`config.mk`:
```
export PLATFORM = sky130hd
export DESIGN_NAME = mem_addr_stage
export DESIGN_NICKNAME = d
export VERILOG_FILES = /design/src/common/mem_pipe_pkg.sv /design/src/memory_pipeline/mem_addr_stage.sv
export SDC_FILE = /design/constraint.sdc
export NUM_CORES = 2
export LEC_CHECK = 0
export BUFFER_PORTS_ARGS = -buffer_cell sky130_fd_sc_hd__buf_2
export CAP_MARGIN = 25
export CORE_AREA = 5 5 660 662
export CTS_CLUSTER_SIZE = 20
export DETAILED_ROUTE_END_ITERATION = 10
export DIE_AREA = 0 0 665 667
export PLACE_DENSITY = 0.3
export SYNTH_ARGS = -nofsm -noshare
export SYNTH_HDL_FRONTEND = slang
export SYNTH_SLANG_ARGS = --single-unit
```
`constraint.sdc`:
```
create_clock -name clk -period 10.5 [get_ports clk]
set_input_delay 1.575 -clock clk [delete_from_list [all_inputs] [get_ports clk]]
set_output_delay 1.575 -clock clk [all_outputs]
set_load 0.01 [all_outputs]
```
`src/common/mem_pipe_pkg.sv`:
```
package mem_pipe_pkg;

	// Vector and line geometry
	localparam int vector_lanes = 16;
	localparam int cache_line_bytes = 64;
	localparam int cache_line_offset_bits = 6;
	localparam int cache_line_bits = 512;
	localparam int array_lines = 16;
	localparam int array_index_bits = 4;
	localparam int thread_count = 4;

	// Upper address half that selects the I/O space
	localparam logic [15:0] io_prefix = 16'hffff;

	// Instruction word fields
	localparam int inst_load_bit = 29;
	localparam int inst_op_msb = 28;
	localparam int inst_op_lsb = 25;
	localparam int inst_offset_msb = 14;

	typedef logic [31:0] scalar_t;
	typedef scalar_t [vector_lanes-1:0] vector_t;
	typedef logic [vector_lanes-1:0] lane_mask_t;
	typedef logic [$clog2(thread_count)-1:0] thread_idx_t;
	typedef logic [$clog2(vector_lanes)-1:0] subcycle_t;

	// Gaps are the unused sync, control and strided encodings
	typedef enum logic [3:0] {
		MEM_B = 4'd0,
		MEM_BX = 4'd1,
		MEM_S = 4'd2,
		MEM_SX = 4'd3,
		MEM_L = 4'd4,
		MEM_BLOCK = 4'd7,
		MEM_BLOCK_M = 4'd8,
		MEM_BLOCK_IM = 4'd9,
		MEM_SCGATH = 4'd13,
		MEM_SCGATH_M = 4'd14,
		MEM_SCGATH_IM = 4'd15
	} mem_op_e;

	typedef struct packed {
		scalar_t instruction;
		thread_idx_t thread;
		scalar_t base;
		lane_mask_t mask;
		vector_t store_value;
		vector_t pointers;
	} mem_issue_t;

	typedef struct packed {
		mem_op_e op;
		logic is_load;
		scalar_t offset;
		lane_mask_t mask;
		thread_idx_t thread;
		scalar_t base;
		vector_t store_value;
		vector_t pointers;
	} decoded_mem_t;

	typedef struct packed {
		mem_op_e op;
		logic is_load;
		lane_mask_t mask;
		thread_idx_t thread;
		scalar_t request_addr;
		subcycle_t subcycle;
		logic last_subcycle;
		vector_t store_value;
	} mem_request_t;

	typedef struct packed {
		mem_op_e op;
		logic is_load;
		lane_mask_t mask;
		thread_idx_t thread;
		scalar_t request_addr;
		subcycle_t subcycle;
		logic last_subcycle;
		logic is_io;
	} data_result_t;

	typedef struct packed {
		thread_idx_t thread;
		vector_t data;
		lane_mask_t mask;
	} load_result_t;

	// Reverses byte order between a register word and its line image
	function automatic scalar_t swap_bytes(input scalar_t value);
		return {value[7:0], value[15:8], value[23:16], value[31:24]};
	endfunction

endpackage

```
`src/memory_pipeline/mem_addr_stage.sv`:
```
`timescale 1ns/100ps

module mem_addr_stage
	import mem_pipe_pkg::*;
(
	input logic clk,
	input logic reset,
	input logic dec_valid,
	input decoded_mem_t dec,
	output logic addr_busy,
	output logic req_valid,
	output mem_request_t req
);

	typedef enum logic {
		state_idle,
		state_walk
	} addr_state_e;

	addr_state_e state;
	subcycle_t beat;
	decoded_mem_t walk;
	decoded_mem_t src;
	subcycle_t src_beat;
	logic src_scgath;
	scalar_t sum;
	scalar_t beat_addr;

	assign addr_busy = state == state_walk;

	// During a walk the latched copy drives the beats
	assign src = addr_busy ? walk : dec;
	assign src_beat = addr_busy ? beat : '0;
	assign src_scgath = src.op inside {MEM_SCGATH, MEM_SCGATH_M, MEM_SCGATH_IM};
	assign sum = src.base + src.offset;

	always_comb
	begin
		case (src.op)
			MEM_BLOCK, MEM_BLOCK_M, MEM_BLOCK_IM:
				beat_addr = {sum[31:cache_line_offset_bits], {cache_line_offset_bits{1'b0}}};
			MEM_SCGATH, MEM_SCGATH_M, MEM_SCGATH_IM:
				beat_addr = src.pointers[src_beat];
			default:
				beat_addr = sum;
		endcase
	end

	always_ff @(posedge clk, posedge reset)
	begin
		if (reset)
		begin
			state <= state_idle;
			beat <= '0;
			req_valid <= 1'b0;
		end
		else if (addr_busy)
		begin
			req_valid <= 1'b1;
			beat <= beat + 1'b1;
			if (beat == '1)
				state <= state_idle;
		end
		else
		begin
			req_valid <= dec_valid;
			if (dec_valid && src_scgath)
			begin
				state <= state_walk;
				beat <= subcycle_t'(1);
			end
		end
	end

	always_ff @(posedge clk)
	begin
		if (!addr_busy)
			walk <= dec;

		req.op <= src.op;
		req.is_load <= src.is_load;
		req.mask <= src.mask;
		req.thread <= src.thread;
		req.request_addr <= beat_addr;
		req.subcycle <= src_beat;
		req.last_subcycle <= !src_scgath || src_beat == '1;
		req.store_value <= src.store_value;
	end

endmodule

```
==> flow_summary.json <==
{
  "outcome": "finished, final reports clean",
  "hold_buffers": 0,
  "synth_top_flop_cell": "dfxtp_1",
  "die_h_um": 667,
  "drv_slew": 0,
  "grt-ovfl-total": 0,
  "p_per_area_nw_per_um2": 355,
  "finClkSkew_ns": 0.0533,
  "dieArea_um2": 444000,
  "cp_max_fo": 120,
  "io_buffer_count": 1687,
  "io_pins": 1688,
  "cts_buffers": 167,
  "worstMarginPinSlew_ns": 1.04,
  "clkSinkCount": 1154,
  "synth_warnings": 0,
  "postRouteWirelength_um": 312000,
  "ys_seq_elements": 1154,
  "arrival_ns": 3.56,
  "area_delta_synth_final_pct": 38.1,
  "initial_core_util_pct": 10.7,
  "dp_hpwl_um": 260000,
  "drt-met1-wl_um": 89300,
  "synthCells": 3237,
  "grt_max_degree": 158,
  "fp-row-count": 241,
  "fin_tns_setup_ns": 0,
  "clk_pin_slew_ns": 0.05,
  "vias": 32200,
  "synth_edf_count": 531,
  "root_buffer": "clkbuf_16",
  "place_congestion": 0.872,
  "hold_start": "walk[16]",
  "die_width_um": 665,
  "async_flop_share_pct": 0.520,
  "wl_met2_um": 180000,
  "finalWorstSetupSlack_ns": 5.37,
  "period_share_pct": 48.9,
  "antenna_found_initial": 324,
  "ys_types": 71,
  "syn_area_per_cell_um2": 14.2,
  "max_slew_margin_pct": 30.8,
  "p_leak_nw": 24.6,
  "antenna_left": 0,
  "core_region_area_um2": 429000,
  "nets": 5594,
  "via_per_inst": 3.08,
  "startpoint": "addr_busy",
  "max_clock_freq_mhz": 195,
  "wl_per_cell_um": 29.8,
  "finalCriticalPeriod_ns": 5.13,
  "setup_violations": 0,
  "whs_path_depth": 2,
  "post_cts_resized": 0,
  "wl_met3_um": 26900,
  "ir_worst_vdd_uv": 130,
  "highest_layer": "met5",
  "synth-seq-area-share_pct": 62.0,
  "track_usage_pct": 13.3,
  "fin_hold_ws_ns": 0.461,
  "htree_levels": 4,
  "drcViolationCount": 0,
  "r2r_cells": 8,
  "cts_setup_buffers": 0,
  "startpoint_type": "flip-flop",
  "grt_setup_unrepaired": "no",
  "end_kind": "primary output",
  "maxCapViolations": 0,
  "hold_path_class": "reg -> reg",
  "required_ns": 8.93,
  "finalNonFillerCells": 10500,
  "clockBufferDepth": 4,
  "reg2reg_from": "addr_busy",
  "hold_violations": 0,
  "syn_nets": 4384,
  "first_global_vias": 33000,
  "path_class": "reg -> out",
  "syn_area_um2": 45900,
  "clock_latency_ns": 0.86,
  "dr.pass1.iters": 5,
  "drt_iter0_drc": 1430,
  "grt_first_pass_wirelength_um": 382000,
  "pre_cts_ws_ns": 5.09,
  "dp_cells": 9986,
  "layout-drive-gt1-share_pct": 58.4,
  "cts_tree": "yes"
}
-- worst max-delay path, cell delays in order, from the launching register on --
cell and delay, ns:
dfrtp_4 0.81, buf_12 0.51, buf_4 0.83, buf_2 0.27
-- cells in the final DEF (no fill, tap or decap), drive strengths merged, types with 5 or more instances in the layout --
cell,synthesis,layout
a31oi,18,18
xor2,9,9
o211ai,71,71
dfrtp,6,6
o21ai,55,55
nand3,18,18
a211oi,12,12
diode,0,167
o211a,6,6
and3,5,5
clkinv,0,49
o21a,6,6
nand4,6,6
edfxtp,531,531
mux2,579,579
nand2,67,67
mux4,35,35
bufinv,0,16
inv,27,40
ha,32,32
a311oi,15,15
mux2i,74,74
or2,18,18
nor2,55,55
nor2b,6,6
a21oi,64,64
nor3,7,7
o2111ai,8,8
buf,660,1733
clkinvlp,0,8
xnor2,15,15
dfxtp,617,617
nand2b,19,19
o221ai,47,47
clkbuf,32,213
o22ai,49,49
a21o,21,21
-- per-layer routing --
layer | track usage, % | vias up
met5 | 0 | -
met1 | 11.0 | 15800
met4 | 5.50 | 214
li1 | - | 14000
met3 | 5.15 | 676
met2 | 27.5 | 1448
-- path summary, 6_finish.rpt --
kind	endpoint	slack, ns
setup / recovery	addr_busy	5.37
hold reg to reg	walk[16]	0.46
max in group asynchronous	addr_busy	9.45
hold / removal	walk[16]	0.46
min in group asynchronous	req_valid	0.72
setup reg to reg	req[538]	5.71
-- flip-flops by register name (all words and copies together) (netlist names) --
name	cells
beat	4
addr_busy	1
req	37
walk	1111
req_valid	1
-- synth_stat cells (all sizes together) (18+ instances only) --
library cell | count | share of area [%]
o22ai | 49 | 0.67
a21oi | 64 | 0.73
a21o | 21 | 0.34
ha | 32 | 0.87
mux2 | 579 | 14
nand3 | 18 | 0.20
nand2 | 67 | 0.56
or2 | 18 | 0.25
o211ai | 71 | 1.2
mux2i | 74 | 1.6
a31oi | 18 | 0.25
dfxtp | 617 | 27
nand2b | 19 | 0.26
o221ai | 47 | 0.90
o21ai | 55 | 0.61
inv | 27 | 0.22
buf | 660 | 10
mux4 | 35 | 1.7
nor2 | 55 | 0.45
clkbuf | 32 | 0.26
edfxtp | 531 | 35
-- metrics by stage --
| step | total power [W] | util (%) | area (um2) |
|---|---|---|---|
| 2_1_floorplan | 0.0130 | - | 45900 |
| 3_3_place_gp | 0.0173 | 13.4 | 57300 |
| 3_5_place_dp | 0.0174 | 13.4 | 57400 |
| 4_1_cts | 0.0235 | 14.7 | 62900 |
| 5_1_grt | 0.0239 | 14.7 | 63200 |
| 6_report | 0.0225 | 14.8 | 63400 |
-- report_power, final --
group	switching, W	internal, W	total (W)
clock	0.00237	0.00349	0.00586
sequential	0.000828	0.00673	0.00756
combinational	0.00568	0.00342	0.00910
total	0.00888	0.0136	0.0225
-- final cells by class --
| type | count | area [um2] |
|---|---|---|
| multi-input cells | 1364 | 12800 |
| fillers | 48100 | 366000 |
| well taps | 5710 | 7140 |
| clock inverters | 86 | 995 |
| inverters | 27 | 129 |
| repair buffers | 1733 | 8910 |
| flip-flops and latches | 1154 | 28500 |
| diodes | 167 | 418 |
| clock buffers | 213 | 4570 |
-- logic make-up (layout without fill, tap and decap cells) --
logic type / Yosys count / in the layout / synth area share (%)
buffers and inverters: 719 / 2059 / 10.7
adder cells (fa/ha/maj): 33 / 33 / 0.916
XOR/XNOR: 24 / 24 / 0.458
other: 0 / 167 / 0
AND/OR/NAND/NOR: 211 / 211 / 2.17
flip-flops: 1154 / 1154 / 62.0
AO/OA/AOI/OAI: 408 / 408 / 6.31
multiplexers: 688 / 688 / 17.5
No activity file was read; power rests on OpenSTA's default activity.
