===== src/common/mem_pipe_pkg.sv =====
package mem_pipe_pkg;

	// Vector and line geometry
	localparam int vector_lanes = 16;
	localparam int cache_line_bytes = 64;
	localparam int cache_line_offset_bits = 6;
	localparam int cache_line_bits = 512;
	localparam int array_lines = 16;
	localparam int array_index_bits = 4;
	localparam int thread_count = 4;

	// Upper address half that selects the I/O space
	localparam logic [15:0] io_prefix = 16'hffff;

	// Instruction word fields
	localparam int inst_load_bit = 29;
	localparam int inst_op_msb = 28;
	localparam int inst_op_lsb = 25;
	localparam int inst_offset_msb = 14;

	typedef logic [31:0] scalar_t;
	typedef scalar_t [vector_lanes-1:0] vector_t;
	typedef logic [vector_lanes-1:0] lane_mask_t;
	typedef logic [$clog2(thread_count)-1:0] thread_idx_t;
	typedef logic [$clog2(vector_lanes)-1:0] subcycle_t;

	// Gaps are the unused sync, control and strided encodings
	typedef enum logic [3:0] {
		MEM_B = 4'd0,
		MEM_BX = 4'd1,
		MEM_S = 4'd2,
		MEM_SX = 4'd3,
		MEM_L = 4'd4,
		MEM_BLOCK = 4'd7,
		MEM_BLOCK_M = 4'd8,
		MEM_BLOCK_IM = 4'd9,
		MEM_SCGATH = 4'd13,
		MEM_SCGATH_M = 4'd14,
		MEM_SCGATH_IM = 4'd15
	} mem_op_e;

	typedef struct packed {
		scalar_t instruction;
		thread_idx_t thread;
		scalar_t base;
		lane_mask_t mask;
		vector_t store_value;
		vector_t pointers;
	} mem_issue_t;

	typedef struct packed {
		mem_op_e op;
		logic is_load;
		scalar_t offset;
		lane_mask_t mask;
		thread_idx_t thread;
		scalar_t base;
		vector_t store_value;
		vector_t pointers;
	} decoded_mem_t;

	typedef struct packed {
		mem_op_e op;
		logic is_load;
		lane_mask_t mask;
		thread_idx_t thread;
		scalar_t request_addr;
		subcycle_t subcycle;
		logic last_subcycle;
		vector_t store_value;
	} mem_request_t;

	typedef struct packed {
		mem_op_e op;
		logic is_load;
		lane_mask_t mask;
		thread_idx_t thread;
		scalar_t request_addr;
		subcycle_t subcycle;
		logic last_subcycle;
		logic is_io;
	} data_result_t;

	typedef struct packed {
		thread_idx_t thread;
		vector_t data;
		lane_mask_t mask;
	} load_result_t;

	// Reverses byte order between a register word and its line image
	function automatic scalar_t swap_bytes(input scalar_t value);
		return {value[7:0], value[15:8], value[23:16], value[31:24]};
	endfunction

endpackage


===== src/memory_pipeline/load_align_stage.sv =====
`timescale 1ns/100ps

module load_align_stage
	import mem_pipe_pkg::*;
(
	input logic clk,
	input logic reset,
	input logic dd_valid,
	input data_result_t dd,
	input logic [cache_line_bits-1:0] read_line,
	output logic result_valid,
	output load_result_t result
);

	logic [cache_line_offset_bits-3:0] word_idx;
	scalar_t raw_word;
	scalar_t be_word;
	logic [7:0] byte_val;
	logic [15:0] half_val;
	scalar_t ext_value;
	logic is_gather;
	logic is_block;
	logic load_ok;
	logic in_sequence;
	logic result_ready;
	logic gather_ok;
	subcycle_t next_beat;
	vector_t gather_data;
	vector_t gathered;
	vector_t block_data;
	vector_t scalar_data;

	assign word_idx = dd.request_addr[cache_line_offset_bits-1:2];
	assign raw_word = read_line[32 * word_idx +: 32];
	assign be_word = swap_bytes(raw_word);
	assign byte_val = raw_word[8 * dd.request_addr[1:0] +: 8];
	assign half_val = dd.request_addr[1] ? be_word[15:0] : be_word[31:16];

	assign is_gather = dd.op inside {MEM_SCGATH, MEM_SCGATH_M, MEM_SCGATH_IM};
	assign is_block = dd.op inside {MEM_BLOCK, MEM_BLOCK_M, MEM_BLOCK_IM};
	assign load_ok = dd_valid && dd.is_load && !dd.is_io;

	// A squashed beat breaks the run and the gather is dropped
	assign in_sequence = dd.subcycle == '0 || (gather_ok && dd.subcycle == next_beat);
	assign result_ready = load_ok && dd.last_subcycle && (!is_gather || in_sequence);

	always_comb
	begin
		case (dd.op)
			MEM_B:
				ext_value = {24'd0, byte_val};
			MEM_BX:
				ext_value = {{24{byte_val[7]}}, byte_val};
			MEM_S:
				ext_value = {16'd0, half_val};
			MEM_SX:
				ext_value = {{16{half_val[15]}}, half_val};
			default:
				ext_value = be_word;
		endcase
	end

	always_comb
	begin
		scalar_data = '0;
		scalar_data[0] = ext_value;
		gathered = gather_data;
		gathered[dd.subcycle] = dd.mask[dd.subcycle] ? be_word : '0;
		for (int k = 0; k < vector_lanes; k++)
			block_data[k] = dd.mask[k] ? swap_bytes(read_line[32 * k +: 32]) : '0;
	end

	always_ff @(posedge clk, posedge reset)
	begin
		if (reset)
		begin
			result_valid <= 1'b0;
			gather_ok <= 1'b0;
			next_beat <= '0;
		end
		else
		begin
			result_valid <= result_ready;
			if (load_ok && is_gather)
			begin
				gather_ok <= in_sequence;
				next_beat <= dd.subcycle + 1'b1;
			end
		end
	end

	always_ff @(posedge clk)
	begin
		if (load_ok && is_gather)
			gather_data <= gathered;

		if (result_ready)
		begin
			result.thread <= dd.thread;
			result.mask <= dd.mask;
			if (is_gather)
				result.data <= gathered;
			else if (is_block)
				result.data <= block_data;
			else
				result.data <= scalar_data;
		end
	end

endmodule


===== config.mk =====
export PLATFORM = sky130hd
export DESIGN_NAME = load_align_stage
export DESIGN_NICKNAME = d
export VERILOG_FILES = /design/src/common/mem_pipe_pkg.sv /design/src/memory_pipeline/load_align_stage.sv
export SDC_FILE = /design/constraint.sdc
export NUM_CORES = 2
export LEC_CHECK = 0
export BUFFER_PORTS_ARGS = -buffer_cell sky130_fd_sc_hd__buf_4
export CORE_AREA = 3 3 431 433
export CTS_BUF_LIST = sky130_fd_sc_hd__clkbuf_8
export DETAILED_ROUTE_END_ITERATION = 7
export DIE_AREA = 0 0 434 436
export PLACE_DENSITY = 0.49
export REMOVE_ABC_BUFFERS = 1
export SLEW_MARGIN = 20
export SYNTH_ARGS = -nofsm -noshare
export SYNTH_HDL_FRONTEND = slang
export SYNTH_SLANG_ARGS = --single-unit

===== constraint.sdc =====
create_clock -name clk -period 141.5 [get_ports clk]
set_input_delay 28.3 -clock clk [delete_from_list [all_inputs] [get_ports clk]]
set_output_delay 28.3 -clock clk [all_outputs]
set_load 0.05 [all_outputs]

==> report_table.html <==
<table>
<tr><th>Metric</th><th>Value</th></tr>
<tr><th colspan="2">Critical path</th></tr>
<tr><td>R2R cell count</td><td>7</td></tr>
<tr><td>CP startpoint kind</td><td>primary input</td></tr>
<tr><td>Req. time, crit path</td><td>142.12 ns</td></tr>
<tr><td>Reg-to-Reg End</td><td>result[344]</td></tr>
<tr><td>Signal arrival time at the worst endpoint</td><td>32.79 ns</td></tr>
<tr><td>Maximum fanout encountered on the critical timing path</td><td>35</td></tr>
<tr><td>Crit path capture type</td><td>flop</td></tr>
<tr><td>Cell with the largest stage delay on the worst path</td><td>sky130_fd_sc_hd__buf_4</td></tr>
<tr><td>FF-to-FF setup slack</td><td>137.72 ns</td></tr>
<tr><td>Maximum single-stage delay on the critical path</td><td>0.85 ns</td></tr>
<tr><td>R2R Path Start</td><td>next_beat[1]</td></tr>
<tr><td>Sequence of cells on the critical path</td><td>clkbuf_8 &gt; buf_4 &gt; buf_4 &gt; mux4_2 &gt; mux4_2 &gt; nand2_1 &gt; o21ai_0 &gt; a2bb2oi_1</td></tr>
<tr><td>Crit path kind</td><td>in -&gt; reg</td></tr>
<tr><th colspan="2">Routing</th></tr>
<tr><td>Total iterations of the first detailed-routing run</td><td>6</td></tr>
<tr><td>Post-detailed-route DRC marker count</td><td>0</td></tr>
<tr><td>Routed wire length per instance</td><td>33.7 µm</td></tr>
<tr><td>DRT Wirelength</td><td>239000 µm</td></tr>
<tr><td>First-iteration detailed-routing DRC count</td><td>3122</td></tr>
<tr><td>ANT nets after route</td><td>0</td></tr>
<tr><td>Total number of vias</td><td>36700</td></tr>
<tr><td>Vias per cell</td><td>5.18</td></tr>
<tr><th colspan="2">Global route</th></tr>
<tr><td>All-layer global routing usage</td><td>24.4%</td></tr>
<tr><td>Pin count of the biggest net entering global routing</td><td>158</td></tr>
<tr><td>Global-route wire length before repair</td><td>316000 µm</td></tr>
<tr><td>Vias in the first global route</td><td>36500</td></tr>
<tr><td>GRT overflow</td><td>0</td></tr>
<tr><td>Number of antenna violations at the first check in global routing</td><td>21</td></tr>
<tr><th colspan="2">Floorplan</th></tr>
<tr><td>Floorplan die width</td><td>434 µm</td></tr>
<tr><td>Core Footprint</td><td>0.182 mm²</td></tr>
<tr><td>Starting density of the core</td><td>26.2%</td></tr>
<tr><td>Die H</td><td>436 µm</td></tr>
<tr><td>Die ar.</td><td>0.189 mm²</td></tr>
<tr><td>Std cell rows</td><td>157</td></tr>
<tr><td>Total I/O pin count</td><td>1107</td></tr>
<tr><th colspan="2">Synth</th></tr>
<tr><td>Library cell occupying the most area in the post-synthesis netlist</td><td>sky130_fd_sc_hd__edfxtp_1</td></tr>
<tr><td>Dominant register cell in the synthesized netlist</td><td>sky130_fd_sc_hd__edfxtp_1</td></tr>
<tr><td>Area fraction of the dominant cell type after synthesis</td><td>65.5%</td></tr>
<tr><td>Yosys warning total</td><td>0</td></tr>
<tr><td>Mean instance size in the synthesized netlist</td><td>13.6 µm²</td></tr>
<tr><td>Commonest cells in the netlist</td><td>sky130_fd_sc_hd__edfxtp_1 (1042), sky130_fd_sc_hd__nand2_1 (581), sky130_fd_sc_hd__a22o_1 (451)</td></tr>
<tr><td>Share of synthesized flip-flops with an asynchronous set or reset</td><td>0.573%</td></tr>
<tr><td>Count of distinct cell types in the synthesized netlist</td><td>64</td></tr>
<tr><td>Sequential element share of the synthesized area</td><td>65.8%</td></tr>
<tr><td>Synthesis-stage register bit count</td><td>1048</td></tr>
<tr><td>Cell area after technology mapping</td><td>0.0478 mm²</td></tr>
<tr><td>Main area contributors after synthesis</td><td>sky130_fd_sc_hd__edfxtp_1 (65%), sky130_fd_sc_hd__a22o_1 (8.3%), sky130_fd_sc_hd__mux4_2 (5.1%)</td></tr>
<tr><td>Post-Synthesis Cells</td><td>3521</td></tr>
<tr><td>Number of synthesized flops with an enable pin</td><td>1042</td></tr>
<tr><td>Cell with the most instances after synthesis</td><td>sky130_fd_sc_hd__edfxtp_1</td></tr>
<tr><th colspan="2">STA</th></tr>
<tr><td>Final worst path period need</td><td>32.17 ns</td></tr>
<tr><td>Setup-violating endpoint count in the final report</td><td>0</td></tr>
<tr><td>Slew Limit Fails</td><td>0</td></tr>
<tr><td>Count of final hold-check violations</td><td>0</td></tr>
<tr><td>Tcrit/Tclk final</td><td>22.7%</td></tr>
<tr><td>Total Neg Setup Slack</td><td>0 ns</td></tr>
<tr><td>Unrepaired setup endpoints after global routing</td><td>false</td></tr>
<tr><td>Actual slew at the worst max-slew pin</td><td>1.22 ns</td></tr>
<tr><td>Max_slew headroom</td><td>18.5%</td></tr>
<tr><td>Largest clock skew in the final design</td><td>0.0359 ns</td></tr>
<tr><td>Fmax achieved</td><td>0.0311 GHz</td></tr>
<tr><th colspan="2">Clocking</th></tr>
<tr><td>Sink Count</td><td>1048</td></tr>
<tr><td>Cts repair resizes</td><td>0</td></tr>
<tr><td>Post-CTS setup buffers</td><td>0</td></tr>
<tr><td>Number of hold buffers added after CTS</td><td>0</td></tr>
<tr><td>Clock transition at the registers of the reported paths</td><td>0.06 ns</td></tr>
<tr><td>Worst skew pair latency</td><td>0.97 ns</td></tr>
<tr><td>Number of clock buffers inserted by TritonCTS</td><td>190</td></tr>
<tr><td>CTS tree</td><td>yes</td></tr>
<tr><td>Root Buffer Master</td><td>sky130_fd_sc_hd__clkbuf_8</td></tr>
<tr><td>Number of H-tree levels</td><td>4</td></tr>
<tr><td>Max Buffers Root-to-Sink</td><td>3</td></tr>
<tr><th colspan="2">Finish</th></tr>
<tr><td>Share of final-layout standard cells stronger than drive strength 1</td><td>34.7%</td></tr>
<tr><td>Share of the core filled with cells in the final layout</td><td>33.8%</td></tr>
<tr><td>Final Net Count</td><td>5113</td></tr>
<tr><td>Final cell count without fillers</td><td>7080</td></tr>
<tr><td>Area overhead of the layout relative to synthesis</td><td>29.1%</td></tr>
<tr><th colspan="2">Place</th></tr>
<tr><td>Count of input and output buffers</td><td>1080</td></tr>
<tr><td>Dpl hpwl</td><td>162000 µm</td></tr>
<tr><td>Number of placed instances, taps included</td><td>6724</td></tr>
<tr><td>Final weighted congestion of routability-driven global placement</td><td>0.857</td></tr>
<tr><th colspan="2">Power</th></tr>
<tr><td>Peak ir drop on the vdd network</td><td>0.00801 mV</td></tr>
<tr><td>Final Total Pwr</td><td>721 µW</td></tr>
<tr><td>Leak Pwr</td><td>0.0237 µW</td></tr>
<tr><td>Pwr/cell area</td><td>11.7 mW/mm²</td></tr>
<tr><th colspan="2">Job</th></tr>
<tr><td>Max-capacitance violation count</td><td>0</td></tr>
<tr><th colspan="2">Hold path</th></tr>
<tr><td>Min-Delay Endpoint</td><td>gather_ok</td></tr>
<tr><td>Class of the most critical hold timing path</td><td>reg -&gt; reg</td></tr>
<tr><td>Start point of the worst hold path</td><td>gather_ok</td></tr>
<tr><td>Number of instances on the worst hold path</td><td>1</td></tr>
<tr><th colspan="2">Run status</th></tr>
<tr><td>Outcome</td><td>completed</td></tr>
</table>
-- layer usage --
layer | vias to the layer above | wire length, µm | GRT usage [%]
met1 | 18700 | 91800 | 28.9
met2 | 1680 | 121000 | 42.7
met3 | 361 | 16000 | 5.21
met4 | 2 | 9870 | 10.0
li1 | 15900 | - | -
met5 | - | 13 | 0
-- registers in the layout, summed over array words and instances (netlist names) --
| name | flops |
|---|---|
| gather_data | 512 |
| gather_ok | 1 |
| next_beat | 4 |
| result | 530 |
| result_valid | 1 |
-- cells by family after synthesis --
logic type	count (synthesis)	synth area share (%)
mux	213	7.48
xor+xnor	6	0.110
buf+inv	359	3.44
compound gates	1170	17.0
fa+ha+maj	4	0.105
simple gates	721	6.08
flops	1048	65.8
-- critical path, delay by kind of cell --
family / cells / cell delay (ns)
AOI/OAI and AO/OA: 2 / 0.48
and+or+nand+nor: 1 / 0.59
muxes: 2 / 1.25
buffers and inverters: 3 / 1.99
-- power by group --
group          total, µW  internal [µW]  switching [µW]
Clock                276            138             139
Combinational       97.6           32.7            64.8
Sequential           348            346            1.52
Total                721            516             205
-- cell usage in the layout, fill, tap and decap left out, drive strengths merged, types with 25 or more instances in the layout --
cell / Yosys / final
o22ai: 37 / 37
clkinv: 1 / 73
edfxtp: 1042 / 1042
o21ai: 544 / 544
mux2i: 43 / 43
nand2: 584 / 584
a22o: 451 / 451
clkbuf: 245 / 194
mux2: 61 / 61
mux4: 109 / 109
buf: 77 / 1141
o211ai: 25 / 25
nor2: 61 / 61
inv: 36 / 100
-- final cells by class --
type                    count  area (µm²)
diodes                     15        37.5
clock buffers             193        2660
clock inverters           146         815
fillers                 18200      121000
inverters                  37         139
multi-input cells        2114       14900
flip-flops and latches   1048       31400
well taps                2385        2980
repair buffers           1142        8690
-- metrics by stage --
stage / setup slack, ns / hold slack [ns] / instance area, µm²
6_report: 109.33 / 0.514 / 61700
3_3_place_gp: 108.21 / 0.495 / 58100
3_5_place_dp: 108.24 / 0.504 / 58100
5_1_grt: 109.14 / 0.534 / 61700
4_1_cts: 109.36 / 0.516 / 61600
2_1_floorplan: 52.07 / 0.481 / 46300
-- how the worst max path moves through the flow --
stage	start	to	cells past startpoint	slack, ns
3_5_place_dp	dd[8]	result[22]	8	108.24
2_1_floorplan	dd[58]	result_valid	3	52.07
3_3_place_gp	dd[8]	result[22]	8	108.21
6_report	dd[8]	result[22]	8	109.33
4_1_cts	dd[8]	result[22]	8	109.36
5_1_grt	dd[8]	result[22]	8	109.14
(Power assumes the default switching activity.)
