==> config.mk <==
export PLATFORM = sky130hd
export DESIGN_NAME = dcache_data_stage
export DESIGN_NICKNAME = d
export VERILOG_FILES = /design/src/common/mem_pipe_pkg.sv /design/src/memory_pipeline/dcache_data_stage.sv
export SDC_FILE = /design/constraint.sdc
export NUM_CORES = 1
export LEC_CHECK = 0
export ABC_AREA = 1
export BUFFER_PORTS_ARGS = -buffer_cell sky130_fd_sc_hd__buf_2
export CAP_MARGIN = 20
export CORE_AREA = 5 5 473 475
export CTS_BUF_LIST = sky130_fd_sc_hd__clkbuf_8 sky130_fd_sc_hd__clkbuf_16
export CTS_CLUSTER_DIAMETER = 120
export CTS_CLUSTER_SIZE = 12
export DETAILED_ROUTE_END_ITERATION = 10
export DIE_AREA = 0 0 478 480
export SLEW_MARGIN = 40
export SYNTH_ARGS = -nofsm -noshare
export SYNTH_HDL_FRONTEND = slang
export SYNTH_SLANG_ARGS = --single-unit
==> constraint.sdc <==
create_clock -name clk -period 3.3 [get_ports clk]
set_input_delay 0.66 -clock clk [delete_from_list [all_inputs] [get_ports clk]]
set_output_delay 0.66 -clock clk [all_outputs]
set_load 0.02 [all_outputs]
==> src/common/mem_pipe_pkg.sv <==
package mem_pipe_pkg;

	// Vector and line geometry
	localparam int vector_lanes = 16;
	localparam int cache_line_bytes = 64;
	localparam int cache_line_offset_bits = 6;
	localparam int cache_line_bits = 512;
	localparam int array_lines = 16;
	localparam int array_index_bits = 4;
	localparam int thread_count = 4;

	// Upper address half that selects the I/O space
	localparam logic [15:0] io_prefix = 16'hffff;

	// Instruction word fields
	localparam int inst_load_bit = 29;
	localparam int inst_op_msb = 28;
	localparam int inst_op_lsb = 25;
	localparam int inst_offset_msb = 14;

	typedef logic [31:0] scalar_t;
	typedef scalar_t [vector_lanes-1:0] vector_t;
	typedef logic [vector_lanes-1:0] lane_mask_t;
	typedef logic [$clog2(thread_count)-1:0] thread_idx_t;
	typedef logic [$clog2(vector_lanes)-1:0] subcycle_t;

	// Gaps are the unused sync, control and strided encodings
	typedef enum logic [3:0] {
		MEM_B = 4'd0,
		MEM_BX = 4'd1,
		MEM_S = 4'd2,
		MEM_SX = 4'd3,
		MEM_L = 4'd4,
		MEM_BLOCK = 4'd7,
		MEM_BLOCK_M = 4'd8,
		MEM_BLOCK_IM = 4'd9,
		MEM_SCGATH = 4'd13,
		MEM_SCGATH_M = 4'd14,
		MEM_SCGATH_IM = 4'd15
	} mem_op_e;

	typedef struct packed {
		scalar_t instruction;
		thread_idx_t thread;
		scalar_t base;
		lane_mask_t mask;
		vector_t store_value;
		vector_t pointers;
	} mem_issue_t;

	typedef struct packed {
		mem_op_e op;
		logic is_load;
		scalar_t offset;
		lane_mask_t mask;
		thread_idx_t thread;
		scalar_t base;
		vector_t store_value;
		vector_t pointers;
	} decoded_mem_t;

	typedef struct packed {
		mem_op_e op;
		logic is_load;
		lane_mask_t mask;
		thread_idx_t thread;
		scalar_t request_addr;
		subcycle_t subcycle;
		logic last_subcycle;
		vector_t store_value;
	} mem_request_t;

	typedef struct packed {
		mem_op_e op;
		logic is_load;
		lane_mask_t mask;
		thread_idx_t thread;
		scalar_t request_addr;
		subcycle_t subcycle;
		logic last_subcycle;
		logic is_io;
	} data_result_t;

	typedef struct packed {
		thread_idx_t thread;
		vector_t data;
		lane_mask_t mask;
	} load_result_t;

	// Reverses byte order between a register word and its line image
	function automatic scalar_t swap_bytes(input scalar_t value);
		return {value[7:0], value[15:8], value[23:16], value[31:24]};
	endfunction

endpackage

==> src/memory_pipeline/dcache_data_stage.sv <==
`timescale 1ns/100ps

module dcache_data_stage
	import mem_pipe_pkg::*;
(
	input logic clk,
	input logic reset,
	input logic req_valid,
	input mem_request_t req,
	input logic rollback_en,
	input thread_idx_t rollback_thread,
	output logic read_en,
	output logic write_en,
	output logic [array_index_bits-1:0] line_index,
	output logic [cache_line_bits-1:0] write_data,
	output logic [cache_line_bytes-1:0] write_mask,
	output logic dd_valid,
	output data_result_t dd,
	output logic io_write_en,
	output logic [7:0] io_write_data
);

	logic is_io;
	logic squash;
	logic access_ok;
	logic [cache_line_offset_bits-3:0] word_idx;
	lane_mask_t word_write_mask;
	logic [3:0] byte_write_mask;
	scalar_t store_word;
	scalar_t lane_store_value;
	logic [cache_line_bits-1:0] block_image;

	assign is_io = req.request_addr[31:16] == io_prefix;
	assign squash = rollback_en && rollback_thread == req.thread;
	assign access_ok = req_valid && !squash && !is_io;

	assign word_idx = req.request_addr[cache_line_offset_bits-1:2];
	assign line_index = req.request_addr[cache_line_offset_bits +: array_index_bits];
	assign store_word = req.store_value[0];
	assign lane_store_value = req.store_value[req.subcycle];

	assign read_en = access_ok && req.is_load;
	assign write_en = access_ok && !req.is_load && |write_mask;

	// Lanes touched in the line
	always_comb
	begin
		case (req.op)
			MEM_BLOCK, MEM_BLOCK_M, MEM_BLOCK_IM:
				word_write_mask = req.mask;
			MEM_SCGATH, MEM_SCGATH_M, MEM_SCGATH_IM:
				word_write_mask = req.mask[req.subcycle] ? lane_mask_t'(1) << word_idx : '0;
			default:
				word_write_mask = lane_mask_t'(1) << word_idx;
		endcase
	end

	// Block store line image, lane k into word k
	always_comb
	begin
		for (int k = 0; k < vector_lanes; k++)
			block_image[32 * k +: 32] = swap_bytes(req.store_value[k]);
	end

	// Bytes within the word, and the replicated store data
	always_comb
	begin
		case (req.op)
			MEM_B, MEM_BX:
			begin
				case (req.request_addr[1:0])
					2'b00:
					begin
						byte_write_mask = 4'b0001;
						write_data = {vector_lanes{24'd0, store_word[7:0]}};
					end
					2'b01:
					begin
						byte_write_mask = 4'b0010;
						write_data = {vector_lanes{16'd0, store_word[7:0], 8'd0}};
					end
					2'b10:
					begin
						byte_write_mask = 4'b0100;
						write_data = {vector_lanes{8'd0, store_word[7:0], 16'd0}};
					end
					default:
					begin
						byte_write_mask = 4'b1000;
						write_data = {vector_lanes{store_word[7:0], 24'd0}};
					end
				endcase
			end

			MEM_S, MEM_SX:
			begin
				if (!req.request_addr[1])
				begin
					byte_write_mask = 4'b0011;
					write_data = {vector_lanes{16'd0, store_word[7:0], store_word[15:8]}};
				end
				else
				begin
					byte_write_mask = 4'b1100;
					write_data = {vector_lanes{store_word[7:0], store_word[15:8], 16'd0}};
				end
			end

			MEM_L:
			begin
				byte_write_mask = 4'b1111;
				write_data = {vector_lanes{swap_bytes(store_word)}};
			end

			MEM_SCGATH, MEM_SCGATH_M, MEM_SCGATH_IM:
			begin
				byte_write_mask = 4'b1111;
				write_data = {vector_lanes{swap_bytes(lane_store_value)}};
			end

			default:
			begin
				byte_write_mask = 4'b1111;
				write_data = block_image;
			end
		endcase
	end

	// Either a few bytes of one word, or whole words of the line
	always_comb
	begin
		for (int b = 0; b < cache_line_bytes; b++)
			write_mask[b] = word_write_mask[b / 4] & byte_write_mask[b % 4];
	end

	always_ff @(posedge clk, posedge reset)
	begin
		if (reset)
		begin
			dd_valid <= 1'b0;
			io_write_en <= 1'b0;
		end
		else
		begin
			dd_valid <= req_valid && !squash;
			io_write_en <= req_valid && !squash && is_io && !req.is_load;
		end
	end

	always_ff @(posedge clk)
	begin
		dd.op <= req.op;
		dd.is_load <= req.is_load;
		dd.mask <= req.mask;
		dd.thread <= req.thread;
		dd.request_addr <= req.request_addr;
		dd.subcycle <= req.subcycle;
		dd.last_subcycle <= req.last_subcycle;
		dd.is_io <= is_io;
		io_write_data <= store_word[7:0];
	end

endmodule

==> metrics.md, run 1 <==
| Metric | Value |
|---|---|
| Row count | between 150 and 200 |
| Remaining antenna violation count after routing | 0 |
| I/O pins | 1,231 |
| Fin util | 0.1378 |
| Total clock buffers created by CTS | 9 |
| GRT overflow | 0 |
| Final hold violation count | 0 |
| Max FO, Critical Path | 8 |
| Avg Inst Size Synth | roughly 5.3 um^2 |
| Final Wtd Congestion | slightly below 1 |
| Starting density of the core | 0.05700 |
| Die area | around 0.23 mm^2 |
| CP bufs+invs | 8 |
| Hold Path Class | input port to async pin |
| WL per Instance | 39.06 um |
| Die Height | 480 um |
| Register Area | ~0.0014 mm^2 |
| Vias in the first global route | 24,222 |
| NumNets Final | ~4,400 |
| Largest net degree at the start of global routing | 40 |
| Relative max-transition margin | 0.5812 |
| Max layer used | met5 |
| Fin crit share | 1.047 |
| WL met1 | 104,500 um |
| Via/cell ratio | between 3 and 4 |
| Initial antenna violation count | 249 |
| FILL cells | 25,529 |
| WHS | around 130 ps |
| CP Data Required Time | about 2600 ps |
| H-tree depth | 3 |
| Synth unique cells | 35 |
| CP startpoint kind | input port |
| DIE WIDTH | 478 um |
| Post-Syn Nets | ~3,000 |
| Max Fclk | 289.5 MHz |
| Synth Cell Area | 0.01248 mm^2 |
| Area grow syn2layout | 141.8% |
| Most frequent cells in the layout | 1,000 x buf_2, 541 x inv_1, 457 x o21ai_0, 314 x buf_4, 233 x a21oi_1 |
| CTS tree | done |
| Endpoints failing setup | about 190 |
| Final Slew Violations | 0 |
| Pwr/cell area | between 300 and 400 mW/mm^2 |
| Leak Pwr | between 15 and 20 nW |
| CTS Hold Buffers Added | 0 |
| Post-route setup slack | -154.2 ps |
| Slew @ Worst Pin | between 600 and 700 ps |
| IO buf count | about 1,200 |
| Number of max-cap violations | 0 |
| Core area | 0.2189 mm^2 |
| CP max-delay cell | a21oi_4 |
| CP Capture Type | output port |
| First-pass GRT wire length | around 320,000 um |
| Routed wl met2 | about 120,000 um |
| Detailed Routing Iterations Pass 1 | 6 |
| Clock Sinks | just over 70 |
| Worst path arrival time | roughly 2800 ps |
| Final min period | 3454 ps |
| Mapped Cells | 2,360 |
| WS Path Type | input port to output port |
| Routed via count | ~26,000 |
| Peak supply drop | around 270 uV |
| GRT Util Overall | 0.2169 |
| Status | finished, violations left |
| Area leader, netlist | o21ai_0 |
| RSZ-0062 raised after global routing | true |
| Area of the multi-input gates | around 0.0093 mm^2 |
| Crit path max-delay family | buffers and inverters |
| Clk slew on worst S/H paths | 100 ps |
| Largest stage delay, worst path | between 300 and 400 ps |
| HPWL after detailed placement | around 230,000 um |
| Final wirelength | 264,200 um |
| Synth top area share | 0.2728 |
| Total Power | 9.606 mW |
| Root Buffer | clkbuf_16 |
| Failing checks | negative setup slack |
| Critical-path cell list | buf_16 > buf_16 > buf_16 > buf_12 > a21oi_2 > o21ai_1 > nand3_1 > nand3_2 > a21oi_4 > a221oi_4 > buf_6 > buf_12 > buf_12 > o21ai_2 > buf_6 |
| Commonest non-fill, non-tap cell in the layout | buf_2 |
| Clock buffer depth | 2 |
| Fin cells | 6,762 |
| Placed insts | 6,574 |
| Flops & latches, synth | about 70 |
| Dpl ws | -918.6 ps |
| Iter 0 DRT Violations | 2,368 |
| Register area share after synthesis | 0.1147 |
| Yosys warning total | 0 |
| Ratio of cells with drive above 1 in the final layout | 0.5271 |
| Residual DRC | 0 |
| Metal3 WL | approximately 32,000 um |
| Synth area leaders | o21ai_0 27%, inv_1 16%, a21oi_1 12%, dfxtp_1 11%, nand3_1 8.5% |
## layer usage
| layer | up-vias | global-route usage |
|---|---|---|
| met5 | - | 0 |
| met3 | 623 | 0.1038 |
| met4 | 108 | 0.05607 |
| li1 | 10803 | - |
| met1 | 12138 | 0.2564 |
| met2 | 2011 | 0.3519 |
## sequential cells by signal, indices dropped and copies added (netlist names)
name and cells:
dd 61, dd_valid 1, io_write_data 8, io_write_en 1
## cell usage after synthesis
master      n
a211oi_2    4
a21oi_1   299
a21oi_2    15
a221oi_2    5
a221oi_4    2
buf_1      18
buf_2     104
buf_4      27
buf_6      18
buf_8       1
clkbuf_1   36
clkbuf_2    6
clkinv_1    1
dfrtp_1     2
dfxtp_1    69
inv_1     548
inv_2       5
nand2_1    73
nand2_2     1
nand3_1   212
nand3_2     2
nand4_1     4
nor2_1    100
nor2_2      3
nor2_4      1
nor3_1      5
nor3_2      1
nor3_4      1
nor4_1      3
o21ai_0   680
o21ai_1    62
o21ai_2    30
o22ai_1    17
o31a_1      4
or2_2       1
## power by group
part / internal (mW) / switching [mW]
registers: 0.902 / 0.0160
logic: 2.65 / 4.87
clock network: 0.539 / 0.627
## path summary, 6_finish.rpt
path,from,end,slack [ps],cells past startpoint
setup / recovery,req[513],write_data[397],-150,15
hold / removal,reset,io_write_en,130,2
max in group asynchronous,reset,dd_valid,3000,2
min in group clk,req[512],dd[1],360,1
## what timing repair did
action	in CTS	in global routing
setup buffers	52	25
gates resized for setup	491	532
endpoints found under the setup margin	564	553
pin swaps	42	58
cloned	27	7
## metrics by stage
| stage | area (um^2) | TNS [ps] |
|---|---|---|
| final | 30170 | -8134 |
| after global routing | 30070 | -37970 |
| after CTS | 28100 | -11900 |
| after detailed placement | 25130 | -187170 |
| after global placement | 25110 | -219340 |
| after floorplan | 12480 | 0 |
## logic make-up after synthesis
group           count (synthesis)  share of synthesized area
flops                          71                     0.1147
simple gates                  407                     0.1497
buf+inv                       764                     0.2608
compound gates               1118                     0.4748
## cell type report
cell class / instances / share of cell area
Antenna cell: 68 / 0.005641
Clock buffer: 9 / 0.007466
Clock inverter: 7 / 0.002447
Inverter: 554 / 0.07109
Multi-Input combinational cell: 1525 / 0.3099
Sequential cell: 71 / 0.04745
Tap cell: 2871 / 0.1191
Timing Repair Buffer: 1657 / 0.4369
(Power assumes the default switching activity.)
==> inputs of run 2 (changes only) <==
--- a/config.mk
+++ b/config.mk
@@ -14,6 +14,7 @@
 export CTS_CLUSTER_SIZE = 12
 export DETAILED_ROUTE_END_ITERATION = 10
 export DIE_AREA = 0 0 478 480
+export RECOVER_POWER = 100
 export SLEW_MARGIN = 40
 export SYNTH_ARGS = -nofsm -noshare
 export SYNTH_HDL_FRONTEND = slang
==> metrics.md, run 2 (synthesis results as in run 1) <==
| Metric | Value |
|---|---|
| Status | finished, violations left |
| Failing checks | negative setup slack |
| WS Path Type | input port to output port |
| Post-route setup slack | -161.1 ps (-6.907 ps) |
| Routed wl met2 | 116,700 um (-0.28%) |
| Commonest non-fill, non-tap cell in the layout | buf_2 |
| Number of max-cap violations | 0 (unchanged) |
| Clock Sinks | 71 (unchanged) |
| Net Sw Power | 5.524 mW (+0.17%) |
| Combinational power share | 0.783 (about the same) |
| Slew @ Worst Pin | 1118 ps (+490.1 ps) |
| Starting density of the core | 0.05700 (unchanged) |
| CP Capture Type | output port |
| Final wirelength | 264,000 um (about the same) |
| Metal3 WL | 32,670 um (+2.1%) |
| H-tree depth | 3 (unchanged) |
| Core area | 0.2189 mm^2 (unchanged) |
| Fin crit share | 1.049 (+0.002093) |
| Ratio of cells with drive above 1 in the final layout | 0.5143 (-0.01282) |
| Relative max-transition margin | 0.2549 (-0.3263) |
| CP Data Required Time | 2640 ps (about the same) |
| Root Buffer | clkbuf_16 |
| Total clock buffers created by CTS | 9 (unchanged) |
| Initial antenna violation count | 244 (-2.0%) |
| Worst setup path startpoint | req[513] |
| Largest regs | dd x61, io_write_data x8 |
| Vias in the first global route | 24,222 (unchanged) |
| Max FO, Critical Path | 8 (unchanged) |
| Leak Pwr | 14.94 nW (-0.95%) |
| Iter 0 DRT Violations | 2,397 (+1.2%) |
| CTS tree | done |
| Peak supply drop | 270.9 uV (-1.3%) |
| Hold Path Class | input port to async pin |
| Largest net degree at the start of global routing | 40 (unchanged) |
| Final min period | 3461 ps (+6.907 ps) |
| Worst path arrival time | 2800 ps (about the same) |
| Reg with most FFs | dd |
| Total Power | 9.604 mW (about the same) |
| Remaining antenna violation count after routing | 0 (unchanged) |
| IO buf count | 1,230 (unchanged) |
| Fin Setup TNS | -8566 ps (-432.2 ps) |
| GRT Util Overall | 0.2169 (unchanged) |
| Clock power share | 0.121 (about the same) |
| Detailed Routing Iterations Pass 1 | 6 (unchanged) |
| Die Height | 480 um (unchanged) |
| DIE WIDTH | 478 um (unchanged) |
| Clk slew on worst S/H paths | 100 ps (about the same) |
| Sw Share | 0.5752 (+0.001101) |
| Sequential share of power | 0.096 (about the same) |
| Placed cell area | 0.02513 mm^2 (unchanged) |
| First-pass GRT wire length | 315,500 um (unchanged) |
| Max Fclk | 288.9 MHz (-0.20%) |
| Final Slew Violations | 0 (unchanged) |
| WL per Instance | 39.02 um (-0.12%) |
| CTS Hold Buffers Added | 0 (unchanged) |
| RSZ-0062 raised after global routing | true |
| Most frequent cells in the layout | 960 x buf_2, 541 x inv_1, 457 x o21ai_0, 305 x buf_4, 233 x a21oi_1 |
| WHS | 128.3 ps (-0.05600 ps) |
| Row count | 172 (unchanged) |
| NumNets Final | 4,396 (unchanged) |
| Fin area | 0.03009 mm^2 (-0.24%) |
| CP startpoint kind | input port |
| Die area | 0.2294 mm^2 (unchanged) |
| Clock buffer depth | 2 (unchanged) |
| Endpoints failing setup | 203 (+8.6%) |
| Max layer used | met5 |
| Pwr/cell area | 319.2 mW/mm^2 (+0.22%) |
| GRT overflow | 0 (unchanged) |
| Routed via count | 25,799 (+0.45%) |
| P_int | 4.080 mW (-0.28%) |
| Via/cell ratio | 3.813 (+0.39%) |
| Final hold violation count | 0 (unchanged) |
| Residual DRC | 0 (unchanged) |
| Final Wtd Congestion | 0.9774 (unchanged) |
| Area grow syn2layout | 141.2% |
| HPWL after detailed placement | 231,800 um (unchanged) |
| WL met1 | 103,800 um (-0.69%) |
| I/O pins | 1,231 (unchanged) |
| Max FFs per register | 61 (unchanged) |
run 2: changes by cell type in the layout (fill, tap and decap cells not counted), sizes merged:
cell | previous run | this run
buf | 1639 | 1590
clkbuf | 20 | 69
diode | 68 | 72
run 2: worst max path at each step:
stage | to
after floorplan | write_data[101]
after CTS | write_data[371]
final | write_data[397]
after detailed placement | write_data[45]
after global placement | write_data[91]
after global routing | write_data[45]
run 2: final cells by class:
cell class                 instances  area (um^2)
sequential                        71         1431
multi-input combinational       1525         9349
antenna                           72        180.2
clock inverter                     7        73.82
timing repair buffer            1657        13100
clock buffer                       9        225.2
fill                           25553       188800
inverter                         554         2145
tap                             2871         3592
run 2: what timing repair did:
action	CTS	global route
buffers inserted	52	25
endpoints found under the setup margin	564	553
gates resized for setup	491	532
pin swaps	42	58
cloned	27	7
run 2: metrics by stage:
stage / setup slack [ps] / utilization / std cells
finish: -161.1 / 0.1375 / 6766
global route: -221.3 / 0.1370 / 6726
CTS: -151.6 / 0.1284 / 6667
detailed placement: -918.6 / 0.1148 / 6574
global placement: -1283 / 0.1147 / 6574
floorplan: 436.7 / - / 2360
run 2: per-layer routing:
| metal | vias to the layer above | global-route usage |
|---|---|---|
| met5 | - | 0 |
| met4 | 102 | 0.05607 |
| met3 | 630 | 0.1038 |
| met2 | 2098 | 0.3519 |
| met1 | 12153 | 0.2564 |
| li1 | 10816 | - |
run 2: power by group through the flow:
stage,combinational (mW),clock [mW],sequential (mW)
2_1_floorplan,2.43,0,0.992
3_3_place_gp,6.46,0,0.935
5_1_grt,7.93,1.24,0.922
3_5_place_dp,6.44,0,0.937
4_1_cts,7.15,1.24,0.917
6_report,7.52,1.17,0.918
run 2: critical path, cell delays in order:
cell	delay (ps)
buf_16	130
buf_16	170
buf_16	190
buf_12	150
a21oi_2	100
o21ai_1	80
nand3_1	110
nand3_2	100
a21oi_4	340
a221oi_4	60
buf_6	160
buf_12	120
buf_12	130
o21ai_2	60
buf_6	140
